===== src/include/des_config.svh =====
`ifndef DES_CONFIG_SVH
`define DES_CONFIG_SVH

// Feistel rounds per block
`define DES_ROUNDS 16

`define DES_BLOCK_W 64   // Data block
`define DES_HALF_W 32    // One Feistel half
`define DES_KEY_W 64     // Key incl. parity bits
`define DES_SUBKEY_W 48  // Round key after PC-2
`define DES_KIDX_W 4     // Round / subkey index

`endif


===== src/hw/des_pkg.sv =====
`default_nettype none

`include "des_config.svh"

package des_pkg;

	// Bit 1 is the MSB, numbering as in FIPS 46
	typedef logic [1:`DES_BLOCK_W] block_t;
	typedef logic [1:`DES_HALF_W] half_t;
	typedef logic [1:`DES_SUBKEY_W] subkey_t;
	typedef logic [`DES_KIDX_W-1:0] kidx_t;

	// Carried as a single bit on the ports
	typedef enum logic {
		op_encrypt = 1'b0,
		op_decrypt = 1'b1
	} des_op_e;

	typedef enum logic [1:0] {
		st_idle,
		st_fetch,  // Request waiting for grant
		st_round,  // Subkey on the bus, round applied
		st_finish
	} engine_state_e;

	typedef enum logic [1:0] {
		sk_idle,
		sk_expand,  // One subkey written per cycle
		sk_ready
	} sched_state_e;

	// Entry index is {b1, b6, b2..b5}, i.e. row*16 + col
	typedef logic [0:63][3:0] sbox_t;

	localparam sbox_t sbox_table [0:7] = '{
		256'hE4D12FB83A6C5907_0F74E2D1A6CB9538_41E8D62BFC973A50_FC8249175B3EA06D, // S1
		256'hF18E6B34972DC05A_3D47F28EC01A69B5_0E7BA4D158C6932F_D8A13F42B67C05E9, // S2
		256'hA09E63F51DC7B428_D709346A285ECBF1_D6498F30B12C5AE7_1AD069874FE3B52C, // S3
		256'h7DE3069A1285BC4F_D8B56F03472C1AE9_A690CB7DF13E5284_3F06A1D8945BC72E, // S4
		256'h2C417AB6853FD0E9_EB2C47D150FA3986_421BAD78F9C5630E_B8C71E2D6F09A453, // S5
		256'hC1AF92680D34E75B_AF427C9561DE0B38_9EF528C3704A1DB6_432C95FABE17608D, // S6
		256'h4B2EF08D3C975A61_D0B7491AE35C2F86_14BDC37EAF680592_6BD814A7950FE23C, // S7
		256'hD2846FB1A93E50C7_1FD8A374C56B0E92_7B419CE206ADF358_21E74A8DFC90356B  // S8
	};

endpackage

`default_nettype wire


===== src/hw/des_key_bus_if.sv =====
`timescale 1ns/1ps
`default_nettype none

// Subkey read channel between one engine and the arbiter
interface des_key_bus_if;
	logic req;                 // Held with idx until gnt
	logic gnt;
	des_pkg::kidx_t idx;
	des_pkg::subkey_t subkey;  // Valid the cycle after gnt

	modport requester (
		output req,
		output idx,
		input  gnt,
		input  subkey
	);

	modport server (
		input  req,
		input  idx,
		output gnt,
		output subkey
	);
endinterface

`default_nettype wire


===== src/hw/des_key_schedule.sv =====
`timescale 1ns/1ps
`default_nettype none

`include "des_config.svh"

module des_key_schedule (
	input  wire logic                clk,
	input  wire logic                rst_n,
	input  wire logic                key_load,
	input  wire logic [1:`DES_KEY_W] key,
	input  wire logic                key_lock,   // An engine is mid-job
	output logic                     wr_en,
	output des_pkg::kidx_t           wr_idx,
	output des_pkg::subkey_t         wr_subkey,
	output logic                     key_ready
);

	localparam int CD_W = 56;  // Key without parity bits
	localparam int PC1 [CD_W] = '{
		57, 49, 41, 33, 25, 17,  9,  1, 58, 50, 42, 34, 26, 18,
		10,  2, 59, 51, 43, 35, 27, 19, 11,  3, 60, 52, 44, 36,
		63, 55, 47, 39, 31, 23, 15,  7, 62, 54, 46, 38, 30, 22,
		14,  6, 61, 53, 45, 37, 29, 21, 13,  5, 28, 20, 12,  4
	};
	localparam int PC2 [`DES_SUBKEY_W] = '{
		14, 17, 11, 24,  1,  5,  3, 28, 15,  6, 21, 10,
		23, 19, 12,  4, 26,  8, 16,  7, 27, 20, 13,  2,
		41, 52, 31, 37, 47, 55, 30, 40, 51, 45, 33, 48,
		44, 49, 39, 56, 34, 53, 46, 42, 50, 36, 29, 32
	};
	// Rounds 1, 2, 9 and 16 rotate by one, the rest by two
	localparam logic [0:`DES_ROUNDS-1] TWO_SHIFT = 16'b0011_1111_0111_1110;

	des_pkg::sched_state_e state;
	des_pkg::kidx_t        cnt;
	logic [1:CD_W/2]       c_q, d_q;
	logic [1:CD_W/2]       c_rot, d_rot;
	logic [1:CD_W]         key_pc1;
	logic [1:CD_W]         cd_rot;
	logic                  load_ok;

	// No reload while expanding or while an engine uses the store
	assign load_ok = key_load && !key_lock && (state != des_pkg::sk_expand);

	always_comb begin
		for (int i = 0; i < CD_W; i++) begin
			key_pc1[i+1] = key[PC1[i]];
		end
	end

	always_comb begin
		if (TWO_SHIFT[cnt]) begin
			c_rot = {c_q[3:CD_W/2], c_q[1:2]};
			d_rot = {d_q[3:CD_W/2], d_q[1:2]};
		end else begin
			c_rot = {c_q[2:CD_W/2], c_q[1]};
			d_rot = {d_q[2:CD_W/2], d_q[1]};
		end
		cd_rot = {c_rot, d_rot};
		for (int i = 0; i < `DES_SUBKEY_W; i++) begin
			wr_subkey[i+1] = cd_rot[PC2[i]];  // PC-2 on rotated halves
		end
	end

	assign wr_en     = (state == des_pkg::sk_expand);
	assign wr_idx    = cnt;
	assign key_ready = (state == des_pkg::sk_ready);

	always_ff @(posedge clk or negedge rst_n) begin
		if (!rst_n) begin
			state <= des_pkg::sk_idle;
			cnt   <= '0;
		end else begin
			case (state)
				des_pkg::sk_expand: begin
					cnt <= cnt + 1'b1;
					if (cnt == des_pkg::kidx_t'(`DES_ROUNDS - 1)) begin
						state <= des_pkg::sk_ready;  // Last subkey written this cycle
					end
				end
				des_pkg::sk_idle, des_pkg::sk_ready: begin
					if (load_ok) begin
						state <= des_pkg::sk_expand;
						cnt   <= '0;
					end
				end
				default: state <= des_pkg::sk_idle;
			endcase
		end
	end

	// C and D halves, rotated once per written subkey
	always_ff @(posedge clk) begin
		if (load_ok) begin
			c_q <= key_pc1[1:CD_W/2];
			d_q <= key_pc1[CD_W/2+1:CD_W];
		end else if (wr_en) begin
			c_q <= c_rot;
			d_q <= d_rot;
		end
	end

endmodule

`default_nettype wire


===== src/hw/des_key_arbiter.sv =====
`timescale 1ns/1ps
`default_nettype none

`include "des_config.svh"

module des_key_arbiter (
	input  wire logic             clk,
	input  wire logic             rst_n,
	input  wire logic             key_ready,
	input  wire logic             wr_en,
	input  wire des_pkg::kidx_t   wr_idx,
	input  wire des_pkg::subkey_t wr_subkey,
	des_key_bus_if.server         a_bus,
	des_key_bus_if.server         b_bus
);

	des_pkg::subkey_t mem [`DES_ROUNDS];  // One entry per round
	des_pkg::subkey_t rd_data;
	logic             prio_b;             // B wins a tie when set
	logic             gnt_a, gnt_b;

	// Store is only read once the schedule has finished
	always_comb begin
		gnt_a = key_ready && a_bus.req && (!b_bus.req || !prio_b);
		gnt_b = key_ready && b_bus.req && (!a_bus.req || prio_b);
	end

	assign a_bus.gnt = gnt_a;
	assign b_bus.gnt = gnt_b;

	// Priority passes to the other engine after a grant
	always_ff @(posedge clk or negedge rst_n) begin
		if (!rst_n) begin
			prio_b <= 1'b0;
		end else if (gnt_a) begin
			prio_b <= 1'b1;
		end else if (gnt_b) begin
			prio_b <= 1'b0;
		end
	end

	always_ff @(posedge clk) begin
		if (wr_en) begin
			mem[wr_idx] <= wr_subkey;
		end
	end

	// Registered read port, data lands the cycle after gnt
	always_ff @(posedge clk) begin
		if (gnt_a || gnt_b) begin
			rd_data <= mem[gnt_b ? b_bus.idx : a_bus.idx];
		end
	end

	// Only the engine granted last cycle samples it
	assign a_bus.subkey = rd_data;
	assign b_bus.subkey = rd_data;

endmodule

`default_nettype wire


===== src/hw/des_round.sv =====
`timescale 1ns/1ps
`default_nettype none

`include "des_config.svh"

module des_round (
	input  wire des_pkg::half_t   l_in,
	input  wire des_pkg::half_t   r_in,
	input  wire des_pkg::subkey_t subkey,
	output des_pkg::half_t        l_out,
	output des_pkg::half_t        r_out
);

	localparam int NUM_SBOX = `DES_SUBKEY_W / 6;
	localparam int P_TAB [`DES_HALF_W] = '{
		16,  7, 20, 21, 29, 12, 28, 17,
		 1, 15, 23, 26,  5, 18, 31, 10,
		 2,  8, 24, 14, 32, 27,  3,  9,
		19, 13, 30,  6, 22, 11,  4, 25
	};

	des_pkg::subkey_t r_exp;   // E(R)
	des_pkg::subkey_t mixed;   // E(R) xor K
	des_pkg::half_t   s_out;
	des_pkg::half_t   f_out;   // After P

	// E table: group g takes bits 4g .. 4g+5 of R, wrapping at both ends
	always_comb begin
		for (int j = 0; j < `DES_SUBKEY_W; j++) begin
			r_exp[j+1] = r_in[((4 * (j / 6) + (j % 6) + `DES_HALF_W - 1) % `DES_HALF_W) + 1];
		end
	end

	assign mixed = r_exp ^ subkey;

	always_comb begin
		logic [5:0] six;
		for (int i = 0; i < NUM_SBOX; i++) begin
			// Outer bits pick the row, inner four the column
			six = {mixed[6*i+1], mixed[6*i+6], mixed[6*i+2 +: 4]};
			s_out[4*i+1 +: 4] = des_pkg::sbox_table[i][six];
		end
	end

	always_comb begin
		for (int i = 0; i < `DES_HALF_W; i++) begin
			f_out[i+1] = s_out[P_TAB[i]];
		end
	end

	assign l_out = r_in;          // Halves swap every round
	assign r_out = l_in ^ f_out;

endmodule

`default_nettype wire


===== src/hw/des_crypt_engine.sv =====
`timescale 1ns/1ps
`default_nettype none

`include "des_config.svh"

module des_crypt_engine (
	input  wire logic            clk,
	input  wire logic            rst_n,
	input  wire logic            start,
	input  wire logic            op,         // des_op_e as one bit
	input  wire des_pkg::block_t block_in,
	input  wire logic            key_ready,
	des_key_bus_if.requester     key_bus,
	output logic                 done,
	output logic                 busy,
	output des_pkg::block_t      result      // Held until next accepted start
);

	localparam int IP [`DES_BLOCK_W] = '{
		58, 50, 42, 34, 26, 18, 10,  2, 60, 52, 44, 36, 28, 20, 12,  4,
		62, 54, 46, 38, 30, 22, 14,  6, 64, 56, 48, 40, 32, 24, 16,  8,
		57, 49, 41, 33, 25, 17,  9,  1, 59, 51, 43, 35, 27, 19, 11,  3,
		61, 53, 45, 37, 29, 21, 13,  5, 63, 55, 47, 39, 31, 23, 15,  7
	};
	localparam int IP_INV [`DES_BLOCK_W] = '{
		40,  8, 48, 16, 56, 24, 64, 32, 39,  7, 47, 15, 55, 23, 63, 31,
		38,  6, 46, 14, 54, 22, 62, 30, 37,  5, 45, 13, 53, 21, 61, 29,
		36,  4, 44, 12, 52, 20, 60, 28, 35,  3, 43, 11, 51, 19, 59, 27,
		34,  2, 42, 10, 50, 18, 58, 26, 33,  1, 41,  9, 49, 17, 57, 25
	};
	localparam des_pkg::kidx_t LAST_ROUND = des_pkg::kidx_t'(`DES_ROUNDS - 1);

	des_pkg::engine_state_e state;
	des_pkg::des_op_e       op_q;
	des_pkg::kidx_t         round_q;
	des_pkg::half_t         l_q, r_q;
	des_pkg::half_t         l_nxt, r_nxt;
	des_pkg::block_t        block_ip;
	des_pkg::block_t        preout;      // R16 L16
	des_pkg::block_t        preout_inv;
	logic                   accept;

	assign accept = start && key_ready && (state == des_pkg::st_idle);
	assign busy   = (state != des_pkg::st_idle);

	// Decryption walks the subkeys backwards
	assign key_bus.req = (state == des_pkg::st_fetch);
	assign key_bus.idx = (op_q == des_pkg::op_decrypt) ? LAST_ROUND - round_q : round_q;

	always_comb begin
		for (int i = 0; i < `DES_BLOCK_W; i++) begin
			block_ip[i+1] = block_in[IP[i]];
		end
	end

	assign preout = {r_q, l_q};  // Undo the swap of the last round

	always_comb begin
		for (int i = 0; i < `DES_BLOCK_W; i++) begin
			preout_inv[i+1] = preout[IP_INV[i]];
		end
	end

	des_round u_round (
		.l_in   (l_q),
		.r_in   (r_q),
		.subkey (key_bus.subkey),  // Valid in st_round
		.l_out  (l_nxt),
		.r_out  (r_nxt)
	);

	always_ff @(posedge clk or negedge rst_n) begin
		if (!rst_n) begin
			state   <= des_pkg::st_idle;
			round_q <= '0;
			op_q    <= des_pkg::op_encrypt;
			done    <= 1'b0;
			result  <= '0;
		end else begin
			done <= 1'b0;  // Single-cycle pulse
			case (state)
				des_pkg::st_idle: begin
					if (accept) begin
						state   <= des_pkg::st_fetch;
						round_q <= '0;
						op_q    <= des_pkg::des_op_e'(op);
					end
				end
				des_pkg::st_fetch: begin
					if (key_bus.gnt) begin
						state <= des_pkg::st_round;
					end
				end
				des_pkg::st_round: begin
					round_q <= round_q + 1'b1;
					state   <= (round_q == LAST_ROUND) ? des_pkg::st_finish : des_pkg::st_fetch;
				end
				des_pkg::st_finish: begin
					result <= preout_inv;
					done   <= 1'b1;
					state  <= des_pkg::st_idle;
				end
				default: state <= des_pkg::st_idle;
			endcase
		end
	end

	// Feistel halves
	always_ff @(posedge clk) begin
		if (accept) begin
			{l_q, r_q} <= block_ip;
		end else if (state == des_pkg::st_round) begin
			l_q <= l_nxt;
			r_q <= r_nxt;
		end
	end

endmodule

`default_nettype wire


===== src/hw/des_subsystem.sv =====
`timescale 1ns/1ps
`default_nettype none

`include "des_config.svh"

module des_subsystem (
	input  wire logic                clk,
	input  wire logic                rst_n,
	input  wire logic                key_load,
	input  wire logic [1:`DES_KEY_W] key,
	output logic                     key_ready,
	input  wire logic                a_start,
	input  wire logic                a_op,
	input  wire des_pkg::block_t     a_block,
	output logic                     a_done,
	output des_pkg::block_t          a_result,
	input  wire logic                b_start,
	input  wire logic                b_op,
	input  wire des_pkg::block_t     b_block,
	output logic                     b_done,
	output des_pkg::block_t          b_result
);

	des_key_bus_if a_bus ();
	des_key_bus_if b_bus ();

	logic             wr_en;
	des_pkg::kidx_t   wr_idx;
	des_pkg::subkey_t wr_subkey;
	logic             a_busy, b_busy;
	logic             key_lock;

	assign key_lock = a_busy | b_busy;  // Keep the store stable under a running job

	des_key_schedule u_key_schedule (
		.clk       (clk),
		.rst_n     (rst_n),
		.key_load  (key_load),
		.key       (key),
		.key_lock  (key_lock),
		.wr_en     (wr_en),
		.wr_idx    (wr_idx),
		.wr_subkey (wr_subkey),
		.key_ready (key_ready)
	);

	des_key_arbiter u_key_arbiter (
		.clk       (clk),
		.rst_n     (rst_n),
		.key_ready (key_ready),
		.wr_en     (wr_en),
		.wr_idx    (wr_idx),
		.wr_subkey (wr_subkey),
		.a_bus     (a_bus.server),
		.b_bus     (b_bus.server)
	);

	des_crypt_engine u_engine_a (
		.clk       (clk),
		.rst_n     (rst_n),
		.start     (a_start),
		.op        (a_op),
		.block_in  (a_block),
		.key_ready (key_ready),
		.key_bus   (a_bus.requester),
		.done      (a_done),
		.busy      (a_busy),
		.result    (a_result)
	);

	des_crypt_engine u_engine_b (
		.clk       (clk),
		.rst_n     (rst_n),
		.start     (b_start),
		.op        (b_op),
		.block_in  (b_block),
		.key_ready (key_ready),
		.key_bus   (b_bus.requester),
		.done      (b_done),
		.busy      (b_busy),
		.result    (b_result)
	);

endmodule

`default_nettype wire


===== config.mk =====
export PLATFORM = sky130hd
export DESIGN_NAME = des_subsystem
export DESIGN_NICKNAME = d
export VERILOG_FILES = /design/src/hw/des_pkg.sv /design/src/hw/des_key_bus_if.sv /design/src/hw/des_key_schedule.sv /design/src/hw/des_key_arbiter.sv /design/src/hw/des_round.sv /design/src/hw/des_crypt_engine.sv /design/src/hw/des_subsystem.sv
export VERILOG_INCLUDE_DIRS = /design/src /design/src/include
export SDC_FILE = /design/constraint.sdc
export NUM_CORES = 2
export LEC_CHECK = 0
export ABC_AREA = 1
export BUFFER_PORTS_ARGS = -buffer_cell sky130_fd_sc_hd__clkbuf_2
export CORE_AREA = 2 2 407 368
export CTS_CLUSTER_DIAMETER = 120
export DETAILED_ROUTE_END_ITERATION = 8
export DIE_AREA = 0 0 409 370
export SLEW_MARGIN = 10
export SYNTH_ARGS = -nofsm -noshare
export SYNTH_HDL_FRONTEND = slang
export SYNTH_SLANG_ARGS = --single-unit

===== constraint.sdc =====
create_clock -name clk -period 5 [get_ports clk]
set_clock_uncertainty 0.2 [all_clocks]
set_input_delay 0.5 -clock clk [delete_from_list [all_inputs] [get_ports clk]]
set_output_delay 0.5 -clock clk [all_outputs]
set_load 0.01 [all_outputs]

==> run metrics <==
status=finished, violations left; failing checks=design-rule violations; grt total ovfl=0; Synth Warn #=0; Skew-Pair Late Insertion Delay=0.78 ns; dpl cells=8751; global-route wire length before repair=275 mm; drt first pass iters=9; complex-gate fraction of the synthesized area=4.69%; clk slew on worst S/H paths=0.06 ns; CP Capture Type=register; Clk pwr share=46.1%; Rel. slew slack=24.0%; GRT Overall Usage=24.0%; PortBufs=321; # hold bufs at CTS=185; initial antenna violation count=6; fillers=13900; mapped cell area=58500 um2; XOR/XNOR Fraction of Synth Area=1.06%; largest family of logic cells by synthesized area=simple AND/OR/NAND/NOR gates; max-cap viol count=0; placer congestion estimate=0.916; post-layout instance area=68300 um2; Critical Path RT=5.27 ns; met3 Usage GRT=3.56%; clock buffer count from CTS=119; Ports=330; Reg2Reg Capture Point=u_key_arbiter.a_bus.subkey[12]; peak supply drop=0.285 mV; busiest grt layer=met2; P per Cell Area=286 nW/um2; Starting Density=39.7%; Tmin final=3.48 ns; post-layout net count=7416; post-DR vias/cell=5.20; syn_nets=6975; DR vias=47600; P_sw=4.01 mW; fin crit share=69.6%; mux contribution to synthesized area=0.0192%; reg2reg path depth=13; DR WL/cell=20.3 um; pin count of the biggest net entering global routing=139; simple-gate portion of the synthesized area=27.4%; Finished Layout Cells=9161; reg2reg setup slack=1.52 ns; Hold Slack=0.0907 ns; drc violations=1; Adder-Cell Fraction of Synth Area=2.80%; cell count after synthesis=6645; Max Buffers Root-to-Sink=3; Die Wd=409 um; routed wire length=186 mm; min-delay src=a_block[21]; Leak=28.0 nW; Core Area=147000 um2; top cells by area in the synthesized netlist=edfxtp_1 (51%), nand2_1 (18%), nand3_1 (8.7%); Synth top area share=51.3%; Starting DRT DRC Count=5127; combinational cell fraction of total power=1.2%; flops & latches, synth=1151; hold path endpoint=u_engine_a.r_q[21]; Max FO, Critical Path=106; Final Setup Violations=0; Critical Path AT=3.75 ns; Site Rows=134; CTS tree=done; WHS Path Cells=3; Sink Count=1151; Post-DRT Antenna Nets=0; fin. max-slew vios=0; Synth Area per Inst=8.80 um2; Pint=15.5 mW; Clock Root Buffer=clkbuf_16; post-synth top area cell=edfxtp_1; synth unique cells=37; Post-Route Setup TNS=0 ns; # H-tree levels=3; postcts setup bufs=0; RSZ-0062 raised after global routing=false; Seq pwr share=52.7%; measured slew at the worst slew-check pin=1.14 ns; GR Util met2=37.5%; Syn-to-layout area delta=16.7%; fmax=287 MHz; Die Y=370 um; Reg2Reg Launch Point=u_key_schedule.state[0]; Switching Share=20.5%; register area share after synthesis=57.8%; Setup crit start kind=register; post-cts repair resize count=0; die area=151000 um2; final core utilization=46.3%; vias in the first global route=43400; Crit Path Class=reg -> reg; ratio of cells with drive above 1 in the final layout=9.20%; Hold Vio Cnt, Final=0; Worst Hold Class=in -> reg; met1 Track Usage GR=34.0%; DP Wirelength=118 mm; Cell Area, Placed=62500 um2
[routing by layer]
metal  vias up  routed length (um)  share of wire (%)
li1      22800                   -                  -
met5         -                   0                  0
met3       309               13200                7.1
met2      1774               82800                 45
met1     22700               82900                 45
met4         0                6850                3.7
[sequential cells by signal, summed over array words and instances, names as in the netlist, 2 cells and up]
register                    cells
u_engine_b.state                2
u_engine_b.round_q              4
u_engine_a.l_q                 32
u_engine_a.round_q              4
u_engine_a.result              64
u_engine_b.result              64
u_engine_b.r_q                 32
u_engine_a.r_q                 32
u_key_schedule.state            2
u_key_schedule.c_q             28
u_key_schedule.wr_idx           4
u_key_schedule.d_q             28
u_engine_a.state                2
u_key_arbiter.a_bus.subkey     48
u_key_arbiter.mem             768
u_engine_b.l_q                 32
[cells in the mapped netlist (all sizes together)]
cell    number
o211ai     102
inv        606
a31oi        1
xor2        24
nand2     2834
nor2        61
o22ai        2
xnor2       45
dfrtp      151
o31ai        1
nand3b       1
edfxtp    1000
buf        185
clkbuf     104
a22o         2
o21bai       1
nand3     1019
a32o         1
mux2         1
o21ai      324
or2          1
clkinv       6
nand4        5
a21oi       37
ha         131
[power groups by stage]
stage | clock, mW | sequential, mW | combinational [mW]
detailed placement | 0 | 10.5 | 0.123
global route | 9.50 | 10.3 | 0.258
floorplan | 0 | 10.5 | 0.0000259
CTS | 9.13 | 10.3 | 0.238
finish | 9.01 | 10.3 | 0.241
global placement | 0 | 10.5 | 0.123
[cells by family after synthesis]
group | after synthesis
mux | 1
buf+inv | 901
fa+ha+maj | 131
simple gates | 3921
compound gates | 471
xor+xnor | 69
flops | 1151
[worst max-delay path by stage]
| stage | start | end | slack [ns] | depth (start not counted) |
|---|---|---|---|---|
| finish | u_key_schedule.state[0] | u_key_arbiter.a_bus.subkey[12] | 1.52 | 13 |
| global route | u_key_schedule.state[0] | u_key_arbiter.a_bus.subkey[15] | 1.26 | 14 |
| CTS | u_engine_a.state[1] | u_key_arbiter.a_bus.subkey[10] | 1.55 | 10 |
| detailed placement | u_key_schedule.state[0] | u_key_arbiter.a_bus.subkey[12] | 1.53 | 13 |
| global placement | u_key_schedule.state[0] | u_key_arbiter.a_bus.subkey[12] | 1.52 | 13 |
| floorplan | u_key_schedule.state[1] | u_key_arbiter.mem[11][0] | 1.43 | 3 |
[cell usage in the layout (no fill, tap or decap), types with 5 or more instances in the layout]
cell type and n:
nor2_4 19, dfrtp_1 151, clkbuf_1 35, buf_12 19, inv_2 7, clkinvlp_4 6, o21ai_0 309, clkbuf_16 120
inv_1 596, o211ai_2 20, clkinv_1 27, nor2_1 42, buf_4 83, clkbuf_2 320, a21oi_1 35, nand3_1 1018
nand2_1 2824, o211ai_1 82, inv_6 6, nand4_1 5, edfxtp_1 1000, nand2_2 5, xnor2_1 41, dlygate4sd3_1 186
bufinv_16 11, ha_1 131, o21ai_1 11, clkbuf_8 6, xor2_1 24, clkinv_2 11
[worst max-delay path, stage by stage (launching register included)]
cell and delay, ns:
dfrtp_1 0.37, inv_2 0.07, nand2_1 0.14, nor2_4 0.17, nand2_4 0.13, nand2_2 0.14
nand2_8 0.36, inv_6 0.49, buf_12 0.42, nand2_1 0.09, nand3_1 0.08, nand3_1 0.08
nand3_1 0.13, nand2_1 0.16
[final cells by class]
| type | count | area, um2 | area share (%) |
|---|---|---|---|
| antenna | 2 | 5.00 | 0.00733 |
| clock buffer | 161 | 3220 | 4.71 |
| clock inverter | 61 | 711 | 1.04 |
| inverter | 612 | 2310 | 3.39 |
| multi-input combinational | 4593 | 21300 | 31.2 |
| sequential | 1151 | 33800 | 49.5 |
| tap | 1972 | 2470 | 3.61 |
| timing repair buffer | 609 | 4480 | 6.56 |
[metrics by stage]
stage,setup slack [ns],total power [mW]
2_1_floorplan,1.43,10.5
3_3_place_gp,1.52,10.6
3_5_place_dp,1.53,10.6
4_1_cts,1.55,19.7
5_1_grt,1.26,20.0
6_report,1.52,19.6
Note: power is estimated with default switching activity, not from simulation.
